===== src/fb_config.svh =====
/* raster, framebuffer and colour constants shared by the RTL and the testbench
   FB_OFFY must be at least 1 and H_TOTAL - H_ACTIVE at least FB_WIDTH */
`ifndef FB_CONFIG_SVH
`define FB_CONFIG_SVH

// reduced test raster, pixels and lines
`define H_ACTIVE 40
`define H_TOTAL 56
`define V_ACTIVE 24
`define V_TOTAL 28
`define HS_START 44   // hsync high from here
`define HS_END 48     // up to but not including
`define VS_START 25
`define VS_END 26

// framebuffer geometry
`define FB_WIDTH 16
`define FB_HEIGHT 8
`define FB_PIXELS (`FB_WIDTH * `FB_HEIGHT)
`define FB_SCALE 2    // integer display scale
`define FB_OFFX 4     // left edge of scaled buffer on screen
`define FB_OFFY 4     // top edge

// moving square
`define SQ_SIZE 4
`define SQ_Y 2
`define SQ_CIDX 3

// colours, 4 bits per channel rgb
`define BG_COLR 12'h137
`define PAL_DEF0 12'h102
`define PAL_DEF1 12'h4a8
`define PAL_DEF2 12'hc84
`define PAL_DEF3 12'hfe5

`endif


===== src/gfx_pkg.sv =====
/* types shared across the graphics subsystem
   widths here are sized for the 16x8 framebuffer in fb_config.svh */
package gfx_pkg;

    // screen and draw coordinates, unsigned
    typedef logic [7:0] cord_t;

    // framebuffer address, covers FB_PIXELS
    typedef logic [6:0] fb_addr_t;

    // colour index stored per pixel
    typedef logic [1:0] cidx_t;

    // 12-bit rgb colour
    typedef logic [11:0] colr_t;

    // frame controller states
    typedef enum logic [2:0] {
        IDLE,   // wait for frame start
        INIT,   // swap buffers
        CLEAR,  // wipe back buffer
        DRAW,   // renderer busy
        DONE
    } fb_state_t;

endpackage


===== src/display_timing.sv =====
/* raster counters for the test mode, positive sync polarity
   syncs, de and strobes are decoded straight from the counters, no pipeline */
`include "fb_config.svh"

module display_timing import gfx_pkg::*; (
    input  wire logic clk_sys,
    input  wire logic rst_sys,
    output cord_t     sx,      // horizontal position
    output cord_t     sy,      // vertical position
    output logic      hsync,
    output logic      vsync,
    output logic      de,      // active video
    output logic      frame,   // start of frame
    output logic      line     // start of line
    );

    logic end_of_line;
    logic end_of_frame;

    always_comb begin
        end_of_line  = (sx == cord_t'(`H_TOTAL - 1));
        end_of_frame = (sy == cord_t'(`V_TOTAL - 1));
    end

    // position counters
    always_ff @(posedge clk_sys) begin
        if (rst_sys) begin
            sx <= '0;
            sy <= '0;
        end else if (end_of_line) begin
            sx <= '0;
            sy <= end_of_frame ? '0 : sy + 1'b1;  // wrap at bottom
        end else begin
            sx <= sx + 1'b1;
        end
    end

    // sync and enable decode
    always_comb begin
        hsync = (sx >= `HS_START && sx < `HS_END);
        vsync = (sy >= `VS_START && sy < `VS_END);
        de    = (sx < `H_ACTIVE && sy < `V_ACTIVE);
    end

    // strobes
    always_comb begin
        line  = (sx == '0);
        frame = (sx == '0 && sy == '0);  // first cycle after reset too
    end

endmodule


===== src/fb_bram.sv =====
/* simple dual-port framebuffer, one write and one read port on clk_sys
   read data appears one cycle after the address, contents start undefined */
`include "fb_config.svh"

module fb_bram import gfx_pkg::*; (
    input  wire logic     clk_sys,
    input  wire logic     we,          // write enable
    input  wire fb_addr_t addr_write,
    input  wire fb_addr_t addr_read,
    input  wire cidx_t    data_in,
    output cidx_t         data_out
    );

    cidx_t mem [`FB_PIXELS];

    always_ff @(posedge clk_sys) begin
        if (we) mem[addr_write] <= data_in;
    end

    // registered read, independent of write address
    always_ff @(posedge clk_sys) begin
        data_out <= mem[addr_read];
    end

endmodule


===== src/fb_control.sv =====
/* per-frame sequence: swap buffers, clear back buffer, draw the square
   whole sequence must fit inside one frame, write goes to the back memory only */
`include "fb_config.svh"

module fb_control import gfx_pkg::*; (
    input  wire logic  clk_sys,
    input  wire logic  rst_sys,
    input  wire logic  frame,         // frame start strobe
    input  wire logic  render_done,
    input  wire cord_t drx,           // renderer pixel
    input  wire cord_t dry,
    input  wire cidx_t render_cidx,
    input  wire logic  drawing,       // renderer pixel valid
    output logic       render_start,
    output logic       fb_front,      // 1: memory 1 is front, 0: memory 0
    output fb_addr_t   addr_write,
    output cidx_t      colr_write,
    output logic       we0,
    output logic       we1
    );

    localparam fb_addr_t LAST_ADDR = fb_addr_t'(`FB_PIXELS - 1);

    fb_state_t state;
    fb_addr_t  clr_addr;  // clear pointer
    logic      we_q;      // write enable, aligned with address stage

    // frame state machine
    always_ff @(posedge clk_sys) begin
        if (rst_sys) begin
            state        <= IDLE;
            fb_front     <= 1'b0;
            clr_addr     <= '0;
            render_start <= 1'b0;
        end else begin
            case (state)
                IDLE: if (frame) state <= INIT;
                INIT: begin
                    state    <= CLEAR;
                    fb_front <= ~fb_front;  // last frame's drawing goes on screen
                    clr_addr <= '0;
                end
                CLEAR: begin
                    clr_addr <= clr_addr + 1'b1;
                    if (clr_addr == LAST_ADDR) begin
                        state        <= DRAW;
                        render_start <= 1'b1;
                    end
                end
                DRAW: begin
                    render_start <= 1'b0;  // single pulse
                    if (render_done) state <= DONE;
                end
                DONE: state <= IDLE;
                default: state <= IDLE;
            endcase
        end
    end

    // address stage, clear has priority over render
    always_ff @(posedge clk_sys) begin
        if (state == CLEAR) begin
            addr_write <= clr_addr;
            colr_write <= '0;  // background index
        end else begin
            addr_write <= fb_addr_t'(dry * `FB_WIDTH + drx);  // row * width + col
            colr_write <= render_cidx;
        end
    end

    always_ff @(posedge clk_sys) begin
        if (rst_sys) begin
            we_q <= 1'b0;
        end else begin
            we_q <= (state == CLEAR) || drawing;
        end
    end

    // steer to the memory not on screen
    always_comb begin
        we0 = we_q && fb_front;
        we1 = we_q && !fb_front;
    end

    // clear and draw must be finished before the next frame start
    assert property (@(posedge clk_sys) disable iff (rst_sys) frame |-> state == IDLE)
        else $error("frame start while controller busy, state %s", state.name());

endmodule


===== src/gfx_top.sv =====
/* double-buffered framebuffer subsystem, single clock, pixel rate = clk_sys
   video outputs lag the raster counters by two cycles */
module gfx_top import gfx_pkg::*; (
    input  wire logic  clk_sys,
    input  wire logic  rst_sys,
    input  wire logic  pal_we,    // palette write port
    input  wire cidx_t pal_idx,
    input  wire colr_t pal_colr,
    output logic       hsync,
    output logic       vsync,
    output logic       de,
    output colr_t      colr
    );

    // raster
    cord_t sx, sy;
    logic  tim_hsync, tim_vsync, tim_de;
    logic  frame;

    display_timing display_timing_inst (
        .clk_sys,
        .rst_sys,
        .sx,
        .sy,
        .hsync (tim_hsync),
        .vsync (tim_vsync),
        .de    (tim_de),
        .frame,
        .line  ()  // row timing is decoded from sx in scan_reader
    );

    // drawing
    logic  render_start, render_done, drawing;
    cord_t drx, dry;
    cidx_t render_cidx;

    shape_render shape_render_inst (
        .clk_sys,
        .rst_sys,
        .start   (render_start),
        .x       (drx),
        .y       (dry),
        .cidx    (render_cidx),
        .drawing,
        .done    (render_done)
    );

    logic     fb_front;
    fb_addr_t addr_write, addr_read;
    cidx_t    colr_write;
    logic     we0, we1;

    fb_control fb_control_inst (
        .clk_sys,
        .rst_sys,
        .frame,
        .render_done,
        .drx,
        .dry,
        .render_cidx,
        .drawing,
        .render_start,
        .fb_front,
        .addr_write,
        .colr_write,
        .we0,
        .we1
    );

    // two framebuffers, same write bus, enables steered by fb_control
    cidx_t data0, data1;

    fb_bram fb_bram_inst_0 (
        .clk_sys,
        .we         (we0),
        .addr_write,
        .addr_read,
        .data_in    (colr_write),
        .data_out   (data0)
    );

    fb_bram fb_bram_inst_1 (
        .clk_sys,
        .we         (we1),
        .addr_write,
        .addr_read,
        .data_in    (colr_write),
        .data_out   (data1)
    );

    // display path
    cidx_t pix_cidx;
    logic  in_area;

    scan_reader scan_reader_inst (
        .clk_sys,
        .rst_sys,
        .sx,
        .sy,
        .fb_front,
        .data0,
        .data1,
        .addr_read,
        .pix_cidx,
        .in_area
    );

    palette_regs palette_regs_inst (
        .clk_sys,
        .rst_sys,
        .pal_we,
        .pal_idx,
        .pal_colr,
        .pix_cidx,
        .in_area,
        .de       (tim_de),
        .hsync_in (tim_hsync),
        .vsync_in (tim_vsync),
        .colr,
        .hsync,
        .vsync,
        .de_out   (de)
    );

endmodule


===== src/palette_regs.sv =====
/* four-entry colour lookup with reset defaults, writes land on the next cycle
   adds one stage to syncs before the final paint register, two cycles overall */
`include "fb_config.svh"

module palette_regs import gfx_pkg::*; (
    input  wire logic  clk_sys,
    input  wire logic  rst_sys,
    input  wire logic  pal_we,
    input  wire cidx_t pal_idx,
    input  wire colr_t pal_colr,
    input  wire cidx_t pix_cidx,   // one cycle after counters
    input  wire logic  in_area,
    input  wire logic  de,         // straight from counters
    input  wire logic  hsync_in,
    input  wire logic  vsync_in,
    output colr_t      colr,
    output logic       hsync,
    output logic       vsync,
    output logic       de_out
    );

    colr_t pal [4];
    logic  de_q;  // aligned with pix_cidx
    logic  hs_q;
    logic  vs_q;

    // palette registers
    always_ff @(posedge clk_sys) begin
        if (rst_sys) begin
            pal[0] <= `PAL_DEF0;
            pal[1] <= `PAL_DEF1;
            pal[2] <= `PAL_DEF2;
            pal[3] <= `PAL_DEF3;
        end else if (pal_we) begin
            pal[pal_idx] <= pal_colr;
        end
    end

    // sync pipeline, two stages to match colour
    always_ff @(posedge clk_sys) begin
        if (rst_sys) begin
            {de_q, hs_q, vs_q}        <= '0;
            {de_out, hsync, vsync}    <= '0;
        end else begin
            {de_q, hs_q, vs_q}        <= {de, hsync_in, vsync_in};
            {de_out, hsync, vsync}    <= {de_q, hs_q, vs_q};
        end
    end

    // paint: black in blanking, palette inside buffer, background elsewhere
    always_ff @(posedge clk_sys) begin
        if (!de_q) begin
            colr <= '0;
        end else if (in_area) begin
            colr <= pal[pix_cidx];
        end else begin
            colr <= `BG_COLR;
        end
    end

endmodule


===== src/scan_reader.sv =====
/* fetches one framebuffer row into a line buffer during the preceding hblank
   and replays it with integer scaling, output one cycle after sx/sy
   needs FB_OFFY >= 1 so the first fill line exists */
`include "fb_config.svh"

module scan_reader import gfx_pkg::*; (
    input  wire logic  clk_sys,
    input  wire logic  rst_sys,
    input  wire cord_t sx,
    input  wire cord_t sy,
    input  wire logic  fb_front,
    input  wire cidx_t data0,      // memory 0 read data
    input  wire cidx_t data1,      // memory 1 read data
    output fb_addr_t   addr_read,  // shared by both memories
    output cidx_t      pix_cidx,   // replayed index
    output logic       in_area     // pixel inside scaled buffer
    );

    localparam int LB_IW  = $clog2(`FB_WIDTH);
    localparam int AREA_W = `FB_WIDTH * `FB_SCALE;
    localparam int AREA_H = `FB_HEIGHT * `FB_SCALE;

    cidx_t lbuf [`FB_WIDTH];  // line buffer

    cord_t            next_y;      // line after the current one
    cord_t            fill_rel_y;  // its offset into the scaled area
    cord_t            fill_rel_x;  // hblank position
    cord_t            rel_x;       // replay offset
    logic             fill_line;   // next line starts a new buffer row
    logic             fill_en;     // read issued this cycle
    logic             fill_wr;     // read data valid this cycle
    logic [LB_IW-1:0] fill_col;
    logic [LB_IW-1:0] rd_idx;
    logic             in_area_c;

    // fill side
    always_comb begin
        next_y     = sy + 1'b1;
        fill_rel_y = next_y - cord_t'(`FB_OFFY);
        fill_line  = (next_y >= `FB_OFFY) && (next_y < `FB_OFFY + AREA_H)
                     && (fill_rel_y % `FB_SCALE == 0);
        fill_rel_x = sx - cord_t'(`H_ACTIVE);
        fill_en    = fill_line && (sx >= `H_ACTIVE) && (sx < `H_ACTIVE + `FB_WIDTH);
        addr_read  = fb_addr_t'((fill_rel_y / `FB_SCALE) * `FB_WIDTH + fill_rel_x);
    end

    // memory latency is one cycle, so delay the write strobe and column
    always_ff @(posedge clk_sys) begin
        if (rst_sys) begin
            fill_wr <= 1'b0;
        end else begin
            fill_wr <= fill_en;
        end
    end

    always_ff @(posedge clk_sys) begin
        fill_col <= fill_rel_x[LB_IW-1:0];
        if (fill_wr) lbuf[fill_col] <= fb_front ? data1 : data0;  // front buffer
    end

    // replay side
    always_comb begin
        rel_x     = sx - cord_t'(`FB_OFFX);
        rd_idx    = LB_IW'(rel_x / `FB_SCALE);  // each entry shown FB_SCALE times
        in_area_c = (sx >= `FB_OFFX) && (sx < `FB_OFFX + AREA_W)
                    && (sy >= `FB_OFFY) && (sy < `FB_OFFY + AREA_H);
    end

    always_ff @(posedge clk_sys) begin
        pix_cidx <= lbuf[rd_idx];
    end

    always_ff @(posedge clk_sys) begin
        if (rst_sys) begin
            in_area <= 1'b0;
        end else begin
            in_area <= in_area_c;
        end
    end

    // hblank has to be wide enough to fetch a whole row
    assert property (@(posedge clk_sys) (`H_TOTAL - `H_ACTIVE) >= `FB_WIDTH)
        else $error("hblank narrower than framebuffer row");

endmodule


===== src/shape_render.sv =====
/* draws one filled square per start pulse, one pixel per cycle, row by row
   square column steps right by one per draw and wraps, no clipping is done */
`include "fb_config.svh"

module shape_render import gfx_pkg::*; (
    input  wire logic clk_sys,
    input  wire logic rst_sys,
    input  wire logic start,    // begin a square
    output cord_t     x,        // current pixel
    output cord_t     y,
    output cidx_t     cidx,     // colour of current pixel
    output logic      drawing,  // x, y, cidx valid
    output logic      done      // one-cycle pulse after last pixel
    );

    localparam int LAST_COL = `FB_WIDTH - `SQ_SIZE;  // rightmost origin

    cord_t draw_col;  // draw counter n, kept as n mod (LAST_COL+1)
    cord_t x0;        // left edge of current square
    logic  last_x;
    logic  last_y;

    always_comb begin
        last_x = (x == x0 + cord_t'(`SQ_SIZE - 1));
        last_y = (y == cord_t'(`SQ_Y + `SQ_SIZE - 1));
        cidx   = cidx_t'(`SQ_CIDX);  // solid fill
    end

    // coordinate walk
    always_ff @(posedge clk_sys) begin
        if (start) begin
            x0 <= draw_col;
            x  <= draw_col;
            y  <= cord_t'(`SQ_Y);
        end else if (drawing) begin
            if (last_x) begin
                x <= x0;          // back to left edge
                y <= y + 1'b1;    // next row
            end else begin
                x <= x + 1'b1;
            end
        end
    end

    // busy flag, done pulse and draw counter
    always_ff @(posedge clk_sys) begin
        if (rst_sys) begin
            drawing  <= 1'b0;
            done     <= 1'b0;
            draw_col <= '0;
        end else begin
            done <= drawing && last_x && last_y;
            if (start) begin
                drawing <= 1'b1;
            end else if (drawing && last_x && last_y) begin
                drawing <= 1'b0;
            end
            if (done) begin
                draw_col <= (draw_col == cord_t'(LAST_COL)) ? '0 : draw_col + 1'b1;
            end
        end
    end

    // controller only restarts once the previous square has finished
    assert property (@(posedge clk_sys) disable iff (rst_sys) start |-> !drawing)
        else $error("render start while drawing");

endmodule


===== config.mk =====
export PLATFORM = sky130hd
export DESIGN_NAME = gfx_top
export DESIGN_NICKNAME = d
export VERILOG_FILES = /design/src/gfx_pkg.sv /design/src/display_timing.sv /design/src/fb_bram.sv /design/src/fb_control.sv /design/src/gfx_top.sv /design/src/palette_regs.sv /design/src/scan_reader.sv /design/src/shape_render.sv
export VERILOG_INCLUDE_DIRS = /design/src /design/src/src
export SDC_FILE = /design/constraint.sdc
export NUM_CORES = 1
export LEC_CHECK = 0
export BUFFER_PORTS_ARGS = -buffer_cell sky130_fd_sc_hd__buf_2
export CAP_MARGIN = 10
export CORE_ASPECT_RATIO = 1.75
export CORE_UTILIZATION = 62
export DETAILED_ROUTE_END_ITERATION = 10
export PLACE_DENSITY = 0.8
export SYNTH_ARGS = -nofsm -noshare
export SYNTH_HDL_FRONTEND = slang
export SYNTH_SLANG_ARGS = --single-unit

===== constraint.sdc =====
create_clock -name clk_sys -period 5.43 [get_ports clk_sys]
set_input_delay 0.8145 -clock clk_sys [delete_from_list [all_inputs] [get_ports clk_sys]]
set_output_delay 0.8145 -clock clk_sys [all_outputs]
set_load 0.005 [all_outputs]

==> impl_metrics.py, run 1 <==
metrics = {
    "status": {
        "outcome": "finished clean",
    },
    "clock_tree": {
        "clk_pin_slew_ns": 0.06,
        "cts_sinks": 394,
        "ctsHoldBuffers": 0,
        "cts_root_buf": "clkbuf_16",
        "cts_resized": 0,
        "cts_tree": "yes",
        "cts_made_buffers": 37,
        "clock_latency_ns": 0.54,
        "cts_max_level": 2,
        "cts_setup_buffers": 0,
        "cts.path.max_buffers": 3,
    },
    "logic_synthesis": {
        "synth_cell_types": 57,
        "ys.flop_type": "edfxtp_1",
        "synthCells": 1349,
        "ys_warn_count": 0,
        "synth_area_sq_um": 17300,
        "synth-async-reset-ratio": 0,
        "ys_ff_latch": 394,
        "syn_area_per_cell_sq_um": 12.8,
        "seq_area_frac_synth": 0.637,
        "synth_fp_nets": 1392,
        "synth-edff-count": 312,
    },
    "layout": {
        "stdcell_count": 1738,
        "final_nets": 1385,
        "final_util": 0.690,
        "diodes": 0,
        "final_area_sq_um": 18900,
        "synthToLayoutAreaGrowth_pct": 9.19,
        "drive_gt1_frac": 0.131,
        "n_fill_cell": 1899,
    },
    "routing": {
        "routed_via_density": 6.11,
        "wl_per_cell_microns": 21.0,
        "drt_pass1_iterations": 5,
        "first_iter_violations": 926,
        "drt-total-wl_mm": 36.5,
        "ant_nets": 0,
        "vias": 10600,
        "post-route-drc-count": 0,
    },
    "die": {
        "die_area_sq_um": 28600,
        "die_h_microns": 223,
        "start_util": 0.632,
        "die_w_microns": 128,
        "boundaryPins": 32,
        "placeableCoreArea_sq_um": 27300,
        "rows": 80,
    },
    "grt": {
        "grtUsageTotal": 0.268,
        "grt_max_degree": 119,
        "met2_usage": 0.510,
        "grt_pass1_wl_mm": 57.2,
        "busiest_layer": "met2",
        "grt_antenna_before_repair": 1,
        "grtUsageMet1": 0.276,
        "grt_pass1_vias": 10800,
        "met3_usage": 0.0390,
        "overflow": 0,
    },
    "sta": {
        "setup_tns_ns": 0,
        "rsz0062_at_grt": "no",
        "worst_slew_pin_slew_ns": 1.21,
        "setup_viol": 0,
        "drv_slew": 0,
        "finalCritPeriodShare": 0.677,
        "fin_crit_ns": 3.68,
        "slew_headroom": 0.195,
        "finalClockSkew_ns": 0.0236,
        "worst_slack_ns": 1.75,
        "hold_viol": 0,
        "fmax_ghz": 0.272,
    },
    "setup_path": {
        "critPathCaptureType": "flop",
        "crit_arrival_ns": 4.11,
        "crit_slowest_cell": "nor2b_1",
        "cp.required_ns": 5.86,
        "crit_type": "flop to flop",
        "critical_path.cell_chain": "inv_1 -> ha_1 -> inv_1 -> ha_1 -> nor2b_1 -> a22oi_1 -> nand3_1 -> a211oi_1 -> nor4_1",
        "cp_top_family": "simple AND/OR/NAND/NOR gates",
        "critPathLaunchType": "flop",
        "cp_num_buf_inv": 2,
        "crit_path_max_fanout": 16,
        "critical_path.max_stage_delay_ns": 0.95,
    },
    "job": {
        "drv_cap": 0,
    },
    "place": {
        "placedInstanceArea_sq_um": 17600,
        "io_buffers": 31,
        "dpl_worst_slack_ns": 1.86,
        "dp_hpwl_mm": 24.4,
        "place_congestion": 0.845,
        "dpl.cell_count": 1672,
    },
    "power": {
        "powerDensity_nw_per_um2": 339,
        "ir_drop_v": 0.000258,
        "power.leakage_uw": 0.00582,
    },
    "hold_path": {
        "holdCritPathClass": "flop to flop",
    },
}
## flip-flops by register name, indices dropped and copies added (netlist names), 3 cells and up
register,count
display_timing_inst.sx,8
display_timing_inst.sy,8
fb_bram_inst_0.mem,128
fb_bram_inst_1.mem,128
fb_control_inst.addr_write,7
fb_control_inst.clr_addr,7
fb_control_inst.state,3
palette_regs_inst.colr,12
palette_regs_inst.pal,24
scan_reader_inst.fill_col,4
scan_reader_inst.lbuf,16
shape_render_inst.draw_col,8
shape_render_inst.x,8
shape_render_inst.x0,8
shape_render_inst.y,8
## Yosys cell counts, types with 18 or more instances
library cell  number  share of area
edfxtp_1         312           0.54
nor2_1           325          0.071
clkbuf_1          72          0.016
xnor2_1           18         0.0091
a22oi_1           32          0.014
mux2i_1           25          0.014
ha_1              24          0.017
a21oi_1           29         0.0084
o21ai_0           25         0.0072
mux4_2            69          0.090
dfxtp_1           82          0.095
xor2_1            22          0.011
nand2b_1          19         0.0069
inv_1             20         0.0043
nand3_1           40          0.012
nand2_1           71          0.015
## cells by family (layout without fill, tap and decap cells)
kind of cell / Yosys count / after routing / share of synthesized area
and+or+nand+nor: 556 / 556 / 0.142
buffers and inverters: 103 / 123 / 0.0232
muxes: 100 / 100 / 0.108
adders and majority gates: 26 / 26 / 0.0197
DFF: 394 / 394 / 0.637
xor gates and xnor gates: 40 / 40 / 0.0203
AOI/OAI and AO/OA: 130 / 130 / 0.0490
## worst paths after layout
path         cells past startpoint                            endpoint                                 start  slack, ns
max                              9  fb_bram_inst_0.data_out[0]$_DFF_P_  display_timing_inst.sx[3]$_SDFF_PP0_       1.75
min reg2reg                      1  palette_regs_inst.vsync$_SDFF_PP0_     palette_regs_inst.vs_q$_SDFF_PP0_       0.44
max reg2reg                      9  fb_bram_inst_0.data_out[0]$_DFF_P_  display_timing_inst.sx[3]$_SDFF_PP0_       1.75
min                              1  palette_regs_inst.vsync$_SDFF_PP0_     palette_regs_inst.vs_q$_SDFF_PP0_       0.44
## cell usage in the layout (no fill, tap or decap), types with 24 or more instances in the layout
| cell | netlist | routed |
|---|---|---|
| a21oi_1 | 29 | 29 |
| a22oi_1 | 32 | 32 |
| buf_2 | 5 | 31 |
| clkbuf_16 | 0 | 37 |
| dfxtp_1 | 82 | 79 |
| edfxtp_1 | 312 | 312 |
| ha_1 | 24 | 24 |
| mux2i_1 | 25 | 25 |
| mux4_2 | 69 | 69 |
| nand2_1 | 71 | 71 |
| nand3_1 | 40 | 40 |
| nor2_1 | 325 | 325 |
| o21ai_0 | 25 | 25 |
## final cells by class
| class | instances | area [sq um] | area share |
|---|---|---|---|
| clock buffer | 40 | 937 | 0.0497 |
| clock inverter | 26 | 303 | 0.0161 |
| inverter | 20 | 75.1 | 0.00398 |
| multi-input combinational | 852 | 5860 | 0.311 |
| sequential | 394 | 11000 | 0.584 |
| tap | 369 | 462 | 0.0245 |
| timing repair buffer | 37 | 200 | 0.0106 |
## metal layers
layer / share of wire / vias up
li1: - / 4884
met4: 0.050 / 0
met1: 0.33 / 5285
met3: 0.049 / 94
met5: 0 / -
met2: 0.57 / 362
## through the flow
step	total power, uW	hold WS (ns)
global placement	3800	0.420
detailed placement	3810	0.435
finish	6400	0.444
floorplan	3710	0.354
global route	6570	0.455
CTS	6430	0.448
## power by group
part | switching (uW) | internal (uW) | leakage [uW]
registers | 77.8 | 3340 | 0.00333
clock network | 1100 | 1550 | 0.000605
logic | 204 | 126 | 0.00188
No activity file was read; power rests on OpenSTA's default activity.
==> run 2: changes to the inputs <==
clock period = 3.77 ns   (was 5.43 ns; I/O delays follow)
==> run 2 against run 1 <==
Critical path depth unchanged; clock-buffer cell count increased by 5; core utilization is essentially flat; critical path type unchanged; via count is 1.9% higher; non-clock buffer count increased by 8; largest cell class unchanged; worst setup slack got worse by 0.90 ns; sequential share of layout area hardly changed; worst hold slack worse by 0.15 ns; first-iteration DRC count is 5.4% lower; flip-flop and latch count is the same.
==> impl_metrics.py, run 2 (same netlist as run 1, synthesis figures left out) <==
metrics = {
    "grt": {
        "grt_max_degree": 80,
        "grt_pass1_vias": 10800,
        "grt_pass1_wl_mm": 57.6,
        "grt_antenna_before_repair": 1,
        "grtUsageTotal": 0.271,
        "overflow": 0,
    },
    "power": {
        "netSwitchingPower_uw": 1980,
        "combinationalPowerShare": 0.054,
        "p_int_uw": 7070,
        "clkPwrFrac": 0.403,
        "totalPowerFinal_uw": 9060,
        "ir_drop_v": 0.000372,
        "p_sw_frac": 0.219,
        "p_seq_frac": 0.543,
        "power.leakage_uw": 0.00583,
        "powerDensity_nw_per_um2": 481,
    },
    "setup_path": {
        "critPathLaunchType": "flop",
        "rr_worst_depth": 9,
        "crit_arrival_ns": 3.19,
        "critPathCaptureType": "flop",
        "crit_type": "flop to flop",
        "cp.required_ns": 4.04,
        "crit_path_max_fanout": 11,
    },
    "sta": {
        "finalCritPeriodShare": 0.774,
        "worst_slew_pin_slew_ns": 0.916,
        "rsz0062_at_grt": "no",
        "worst_slack_ns": 0.852,
        "slew_headroom": 0.389,
        "setup_tns_ns": 0,
        "hold_viol": 0,
        "finalClockSkew_ns": 0.0139,
        "hold_ws_ns": 0.297,
        "setup_viol": 0,
        "fin_crit_ns": 2.92,
        "drv_slew": 0,
        "fmax_ghz": 0.343,
    },
    "die": {
        "placeableCoreArea_sq_um": 27300,
        "start_util": 0.632,
        "boundaryPins": 32,
        "die_h_microns": 223,
        "rows": 80,
        "die_w_microns": 128,
        "die_area_sq_um": 28600,
    },
    "layout": {
        "diodes": 0,
        "reg.largest.list": "fb_bram_inst_0.mem (128), fb_bram_inst_1.mem (128), palette_regs_inst.pal (24)",
        "final_common_cell": "nor2_1",
        "mostFrequentLayoutCells": "325 x nor2_1, 312 x edfxtp_1, 79 x dfxtp_1",
        "drive_gt1_frac": 0.132,
        "final_nets": 1392,
        "final_area_sq_um": 18800,
        "synthToLayoutAreaGrowth_pct": 9.13,
    },
    "routing": {
        "wl_per_cell_microns": 21.3,
        "drt-total-wl_mm": 37.1,
        "post-route-drc-count": 0,
        "routed_via_density": 6.21,
        "first_iter_violations": 876,
        "ant_nets": 0,
        "vias": 10800,
        "drt_pass1_iterations": 6,
    },
    "clock_tree": {
        "clock_latency_ns": 0.53,
        "ctsHoldBuffers": 0,
        "cts.path.max_buffers": 3,
        "cts_sinks": 394,
        "cts_setup_buffers": 0,
        "cts_root_buf": "clkbuf_16",
        "cts_made_buffers": 36,
        "cts_max_level": 2,
        "clk_pin_slew_ns": 0.06,
        "cts_resized": 0,
        "cts_tree": "yes",
    },
    "place": {
        "placedInstanceArea_sq_um": 17700,
        "dp_hpwl_mm": 24.1,
        "dpl_worst_slack_ns": 0.924,
        "io_buffers": 31,
        "place_congestion": 0.862,
    },
    "hold_path": {
        "holdPathStages": 2,
        "holdCritPathClass": "input port to flop",
    },
    "status": {
        "outcome": "finished clean",
    },
    "job": {
        "drv_cap": 0,
    },
}
[run 2: cell count changes in the layout (fill, tap and decap cells not counted)]
cell        change
buf_12          +1
clkbuf_1        +5
clkinv_2        +2
bufinv_16       -2
clkinv_4        -1
buf_4           +7
inv_8           -1
inv_6           -2
clkinv_1        -2
clkinvlp_4      -1
[run 2: worst max-delay path, cell delays in order (launching register included)]
cell and delay (ns):
edfxtp_1 0.46, inv_1 0.07, ha_1 0.28, xor2_1 0.14, nand2_1 0.06, nor4_1 0.59, o211ai_1 0.46, buf_4 0.32
mux2i_1 0.17, mux2i_1 0.10
[run 2: per-layer routing]
metal,GRT usage,share of wire,vias to the layer above
met5,0,0.00022,-
met4,0.155,0.056,2
met3,0.0373,0.052,116
met2,0.510,0.56,402
met1,0.282,0.33,5406
li1,-,-,4904
[run 2: layout make-up]
class,count,area [sq um]
Sequential cell,394,11000
Clock inverter,19,200
Multi-Input combinational cell,852,5860
Inverter,20,75.1
Clock buffer,45,956
Timing Repair Buffer,45,273
Tap cell,369,462
Fill cell,1867,8480
[run 2: path summary, 6_finish.rpt]
path                                          start                                     to  slack [ns]
setup / recovery  shape_render_inst.x0[1]$_DFFE_PP_       shape_render_inst.x[1]$_DFFE_PP_        0.85
hold / removal                          pal_colr[2]  palette_regs_inst.pal[3][2]$_DFFE_PP_        0.30
setup reg to reg  shape_render_inst.x0[1]$_DFFE_PP_       shape_render_inst.x[1]$_DFFE_PP_        0.85
hold reg to reg   palette_regs_inst.vs_q$_SDFF_PP0_     palette_regs_inst.vsync$_SDFF_PP0_        0.44
[run 2: metrics by stage]
stage	utilization	instances
3_5_place_dp	0.647	1680
2_1_floorplan	-	1349
4_1_cts	0.690	1744
6_report	0.690	1744
5_1_grt	0.690	1744
3_3_place_gp	0.647	1680
[run 2: power by group through the flow]
| stage | combinational, uW | clock (uW) | sequential (uW) |
|---|---|---|---|
| floorplan | 348 | 0 | 4980 |
| global placement | 471 | 0 | 5010 |
| detailed placement | 486 | 0 | 5010 |
| CTS | 491 | 3690 | 4920 |
| global route | 527 | 3840 | 4920 |
| finish | 488 | 3650 | 4920 |
==> run 3: changes to the inputs <==
clock period = 2.85 ns   (was 3.77 ns; I/O delays follow)
==> run 3 against run 2 <==
Clock power is 28% higher; cell count grew 0.75%; power rose by 31%; clock-buffer cell count increased by 4; critical path type unchanged; critical path depth up 2; worst setup slack lost 0.68 ns; combinational power increased by 39%; critical endpoint is now fb_bram_inst_0.data_out[0]$_DFF_P_; worst hold slack worse by 0.14 ns; first-iteration DRC count decreased by 3.9%; sequential share of layout area shrank 0.40 points; core utilization is 0.48 points higher.
==> impl_metrics.py, run 3 (same netlist as run 1, synthesis figures left out) <==
metrics = {
    "status": {
        "outcome": "finished clean",
    },
    "place": {
        "dp_hpwl_mm": 25.4,
        "place_congestion": 0.823,
        "placedInstanceArea_sq_um": 17800,
        "io_buffers": 31,
    },
    "grt": {
        "overflow": 0,
        "grtUsageTotal": 0.278,
        "grt_max_degree": 97,
        "grt_pass1_wl_mm": 59.0,
        "grt_pass1_vias": 11200,
        "grt_antenna_before_repair": 0,
    },
    "routing": {
        "ant_nets": 0,
        "drt-total-wl_mm": 37.9,
        "first_iter_violations": 842,
        "post-route-drc-count": 0,
        "routed_via_density": 6.18,
        "vias": 10900,
        "drt_pass1_iterations": 5,
        "wl_per_cell_microns": 21.6,
    },
    "clock_tree": {
        "cts_sinks": 394,
        "cts_tree": "yes",
        "cts_root_buf": "clkbuf_16",
        "cts.path.max_buffers": 3,
        "clock_latency_ns": 0.53,
        "cts_max_level": 2,
        "cts_setup_buffers": 0,
        "cts_made_buffers": 36,
        "clk_pin_slew_ns": 0.07,
    },
    "power": {
        "power.leakage_uw": 0.00589,
        "ir_drop_v": 0.000536,
        "powerDensity_nw_per_um2": 624,
    },
    "setup_path": {
        "crit_arrival_ns": 3.10,
        "crit_type": "flop to flop",
        "critPathCaptureType": "flop",
        "cp.required_ns": 3.27,
        "critical_path.max_stage_delay_ns": 0.42,
        "crit_slowest_cell": "dfxtp_1",
        "critPathLaunchType": "flop",
        "crit_path_max_fanout": 5,
        "critical_path.cell_chain": "inv_1 -> ha_1 -> ha_1 -> inv_1 -> fa_1 -> xor2_1 -> xnor2_2 -> xnor2_1 -> nand2_1 -> a21oi_1 -> nor4_1",
        "r2r_slack_ns": 0.17,
    },
    "job": {
        "drv_cap": 0,
    },
    "die": {
        "start_util": 0.632,
        "die_w_microns": 128,
        "die_h_microns": 223,
        "die_area_sq_um": 28600,
        "boundaryPins": 32,
        "placeableCoreArea_sq_um": 27300,
        "rows": 80,
    },
    "sta": {
        "worst_slew_pin_slew_ns": 0.865,
        "finalClockSkew_ns": 0.00838,
        "slew_headroom": 0.423,
        "finalCritPeriodShare": 0.941,
        "drv_slew": 0,
        "setup_viol": 0,
        "fmax_ghz": 0.373,
        "hold_viol": 0,
        "setup_tns_ns": 0,
        "fin_crit_ns": 2.68,
        "rsz0062_at_grt": "no",
    },
    "layout": {
        "synthToLayoutAreaGrowth_pct": 9.88,
        "final_nets": 1405,
        "n_fill_cell": 1840,
        "final_area_sq_um": 19000,
        "drive_gt1_frac": 0.142,
        "final_util": 0.695,
        "reg.largest.list": "fb_bram_inst_0.mem (128), fb_bram_inst_1.mem (128), palette_regs_inst.pal (24)",
        "mostFrequentLayoutCells": "325 x nor2_1, 312 x edfxtp_1, 79 x dfxtp_1",
        "final_common_cell": "nor2_1",
        "diodes": 0,
    },
    "hold_path": {
        "holdCritPathClass": "input port to flop",
    },
}
[run 3: cell types whose count changed in the layout (fill, tap and decap cells not counted), moves of 2 or more]
| cell | change |
|---|---|
| buf_4 | +10 |
| clkbuf_8 | +4 |
| buf_12 | +3 |
| bufinv_16 | -3 |
| clkinv_2 | -3 |
| clkinv_1 | +2 |
| clkinv_4 | -2 |
| clkinvlp_2 | +2 |
| xor2_1 | -2 |
| xor2_2 | +2 |
[run 3: final timing paths]
| path | from | endpoint | depth (start not counted) |
|---|---|---|---|
| setup reg to reg | display_timing_inst.sy[1]$_SDFFE_PP0P_ | fb_bram_inst_0.data_out[0]$_DFF_P_ | 11 |
| hold reg to reg | palette_regs_inst.hs_q$_SDFF_PP0_ | palette_regs_inst.hsync$_SDFF_PP0_ | 1 |
| setup / recovery | display_timing_inst.sy[1]$_SDFFE_PP0P_ | fb_bram_inst_0.data_out[0]$_DFF_P_ | 11 |
| hold / removal | pal_colr[6] | palette_regs_inst.pal[3][6]$_DFFE_PP_ | 2 |
[run 3: final cells by class]
class                      instances  area, sq um  area share
clock buffer                      49         1030      0.0544
clock inverter                    15         96.3     0.00508
inverter                          20         75.1     0.00396
multi-input combinational        852         5880       0.310
sequential                       394        11000       0.581
tap                              369          462      0.0243
timing repair buffer              58          408      0.0215
[run 3: what timing repair did]
item                                    in CTS  in global routing
endpoints found under the setup margin       0                  2
gates resized for setup                      0                  3
hold buffers                                 0                  0
[run 3: stage by stage]
stage / setup slack [ns] / hold slack, ns / cells / power (uW)
after global routing: 0.00558 / 0.166 / 1757 / 12200
after CTS: 0.133 / 0.151 / 1757 / 11900
after global placement: 0.255 / 0.419 / 1693 / 7270
after detailed placement: 0.214 / 0.436 / 1693 / 7290
after floorplan: 0.0652 / 0.354 / 1349 / 7050
final: 0.169 / 0.161 / 1757 / 11800
[run 3: layer usage]
metal | share of wire | up-vias | track usage
met3 | 0.051 | 123 | 0.0392
met4 | 0.059 | 0 | 0.161
met1 | 0.32 | 5395 | 0.271
li1 | - | 4930 | -
met5 | 0 | - | 0
met2 | 0.57 | 403 | 0.538
[run 3: power breakdown]
group | leakage (uW) | switching (uW) | internal (uW)
Clock | 0.000553 | 2050 | 2630
Combinational | 0.00201 | 414 | 263
Sequential | 0.00333 | 139 | 6350
Total | 0.00589 | 2600 | 9250
[run 3: worst max-delay path, delay by kind of cell (launching register included)]
kind | cells | cell delay (ns)
adder cells (fa/ha/maj) | 3 | 0.86
XOR/XNOR | 3 | 0.71
flip-flops | 1 | 0.42
AND/OR/NAND/NOR | 2 | 0.22
AO/OA/AOI/OAI | 1 | 0.18
buffers and inverters | 2 | 0.17
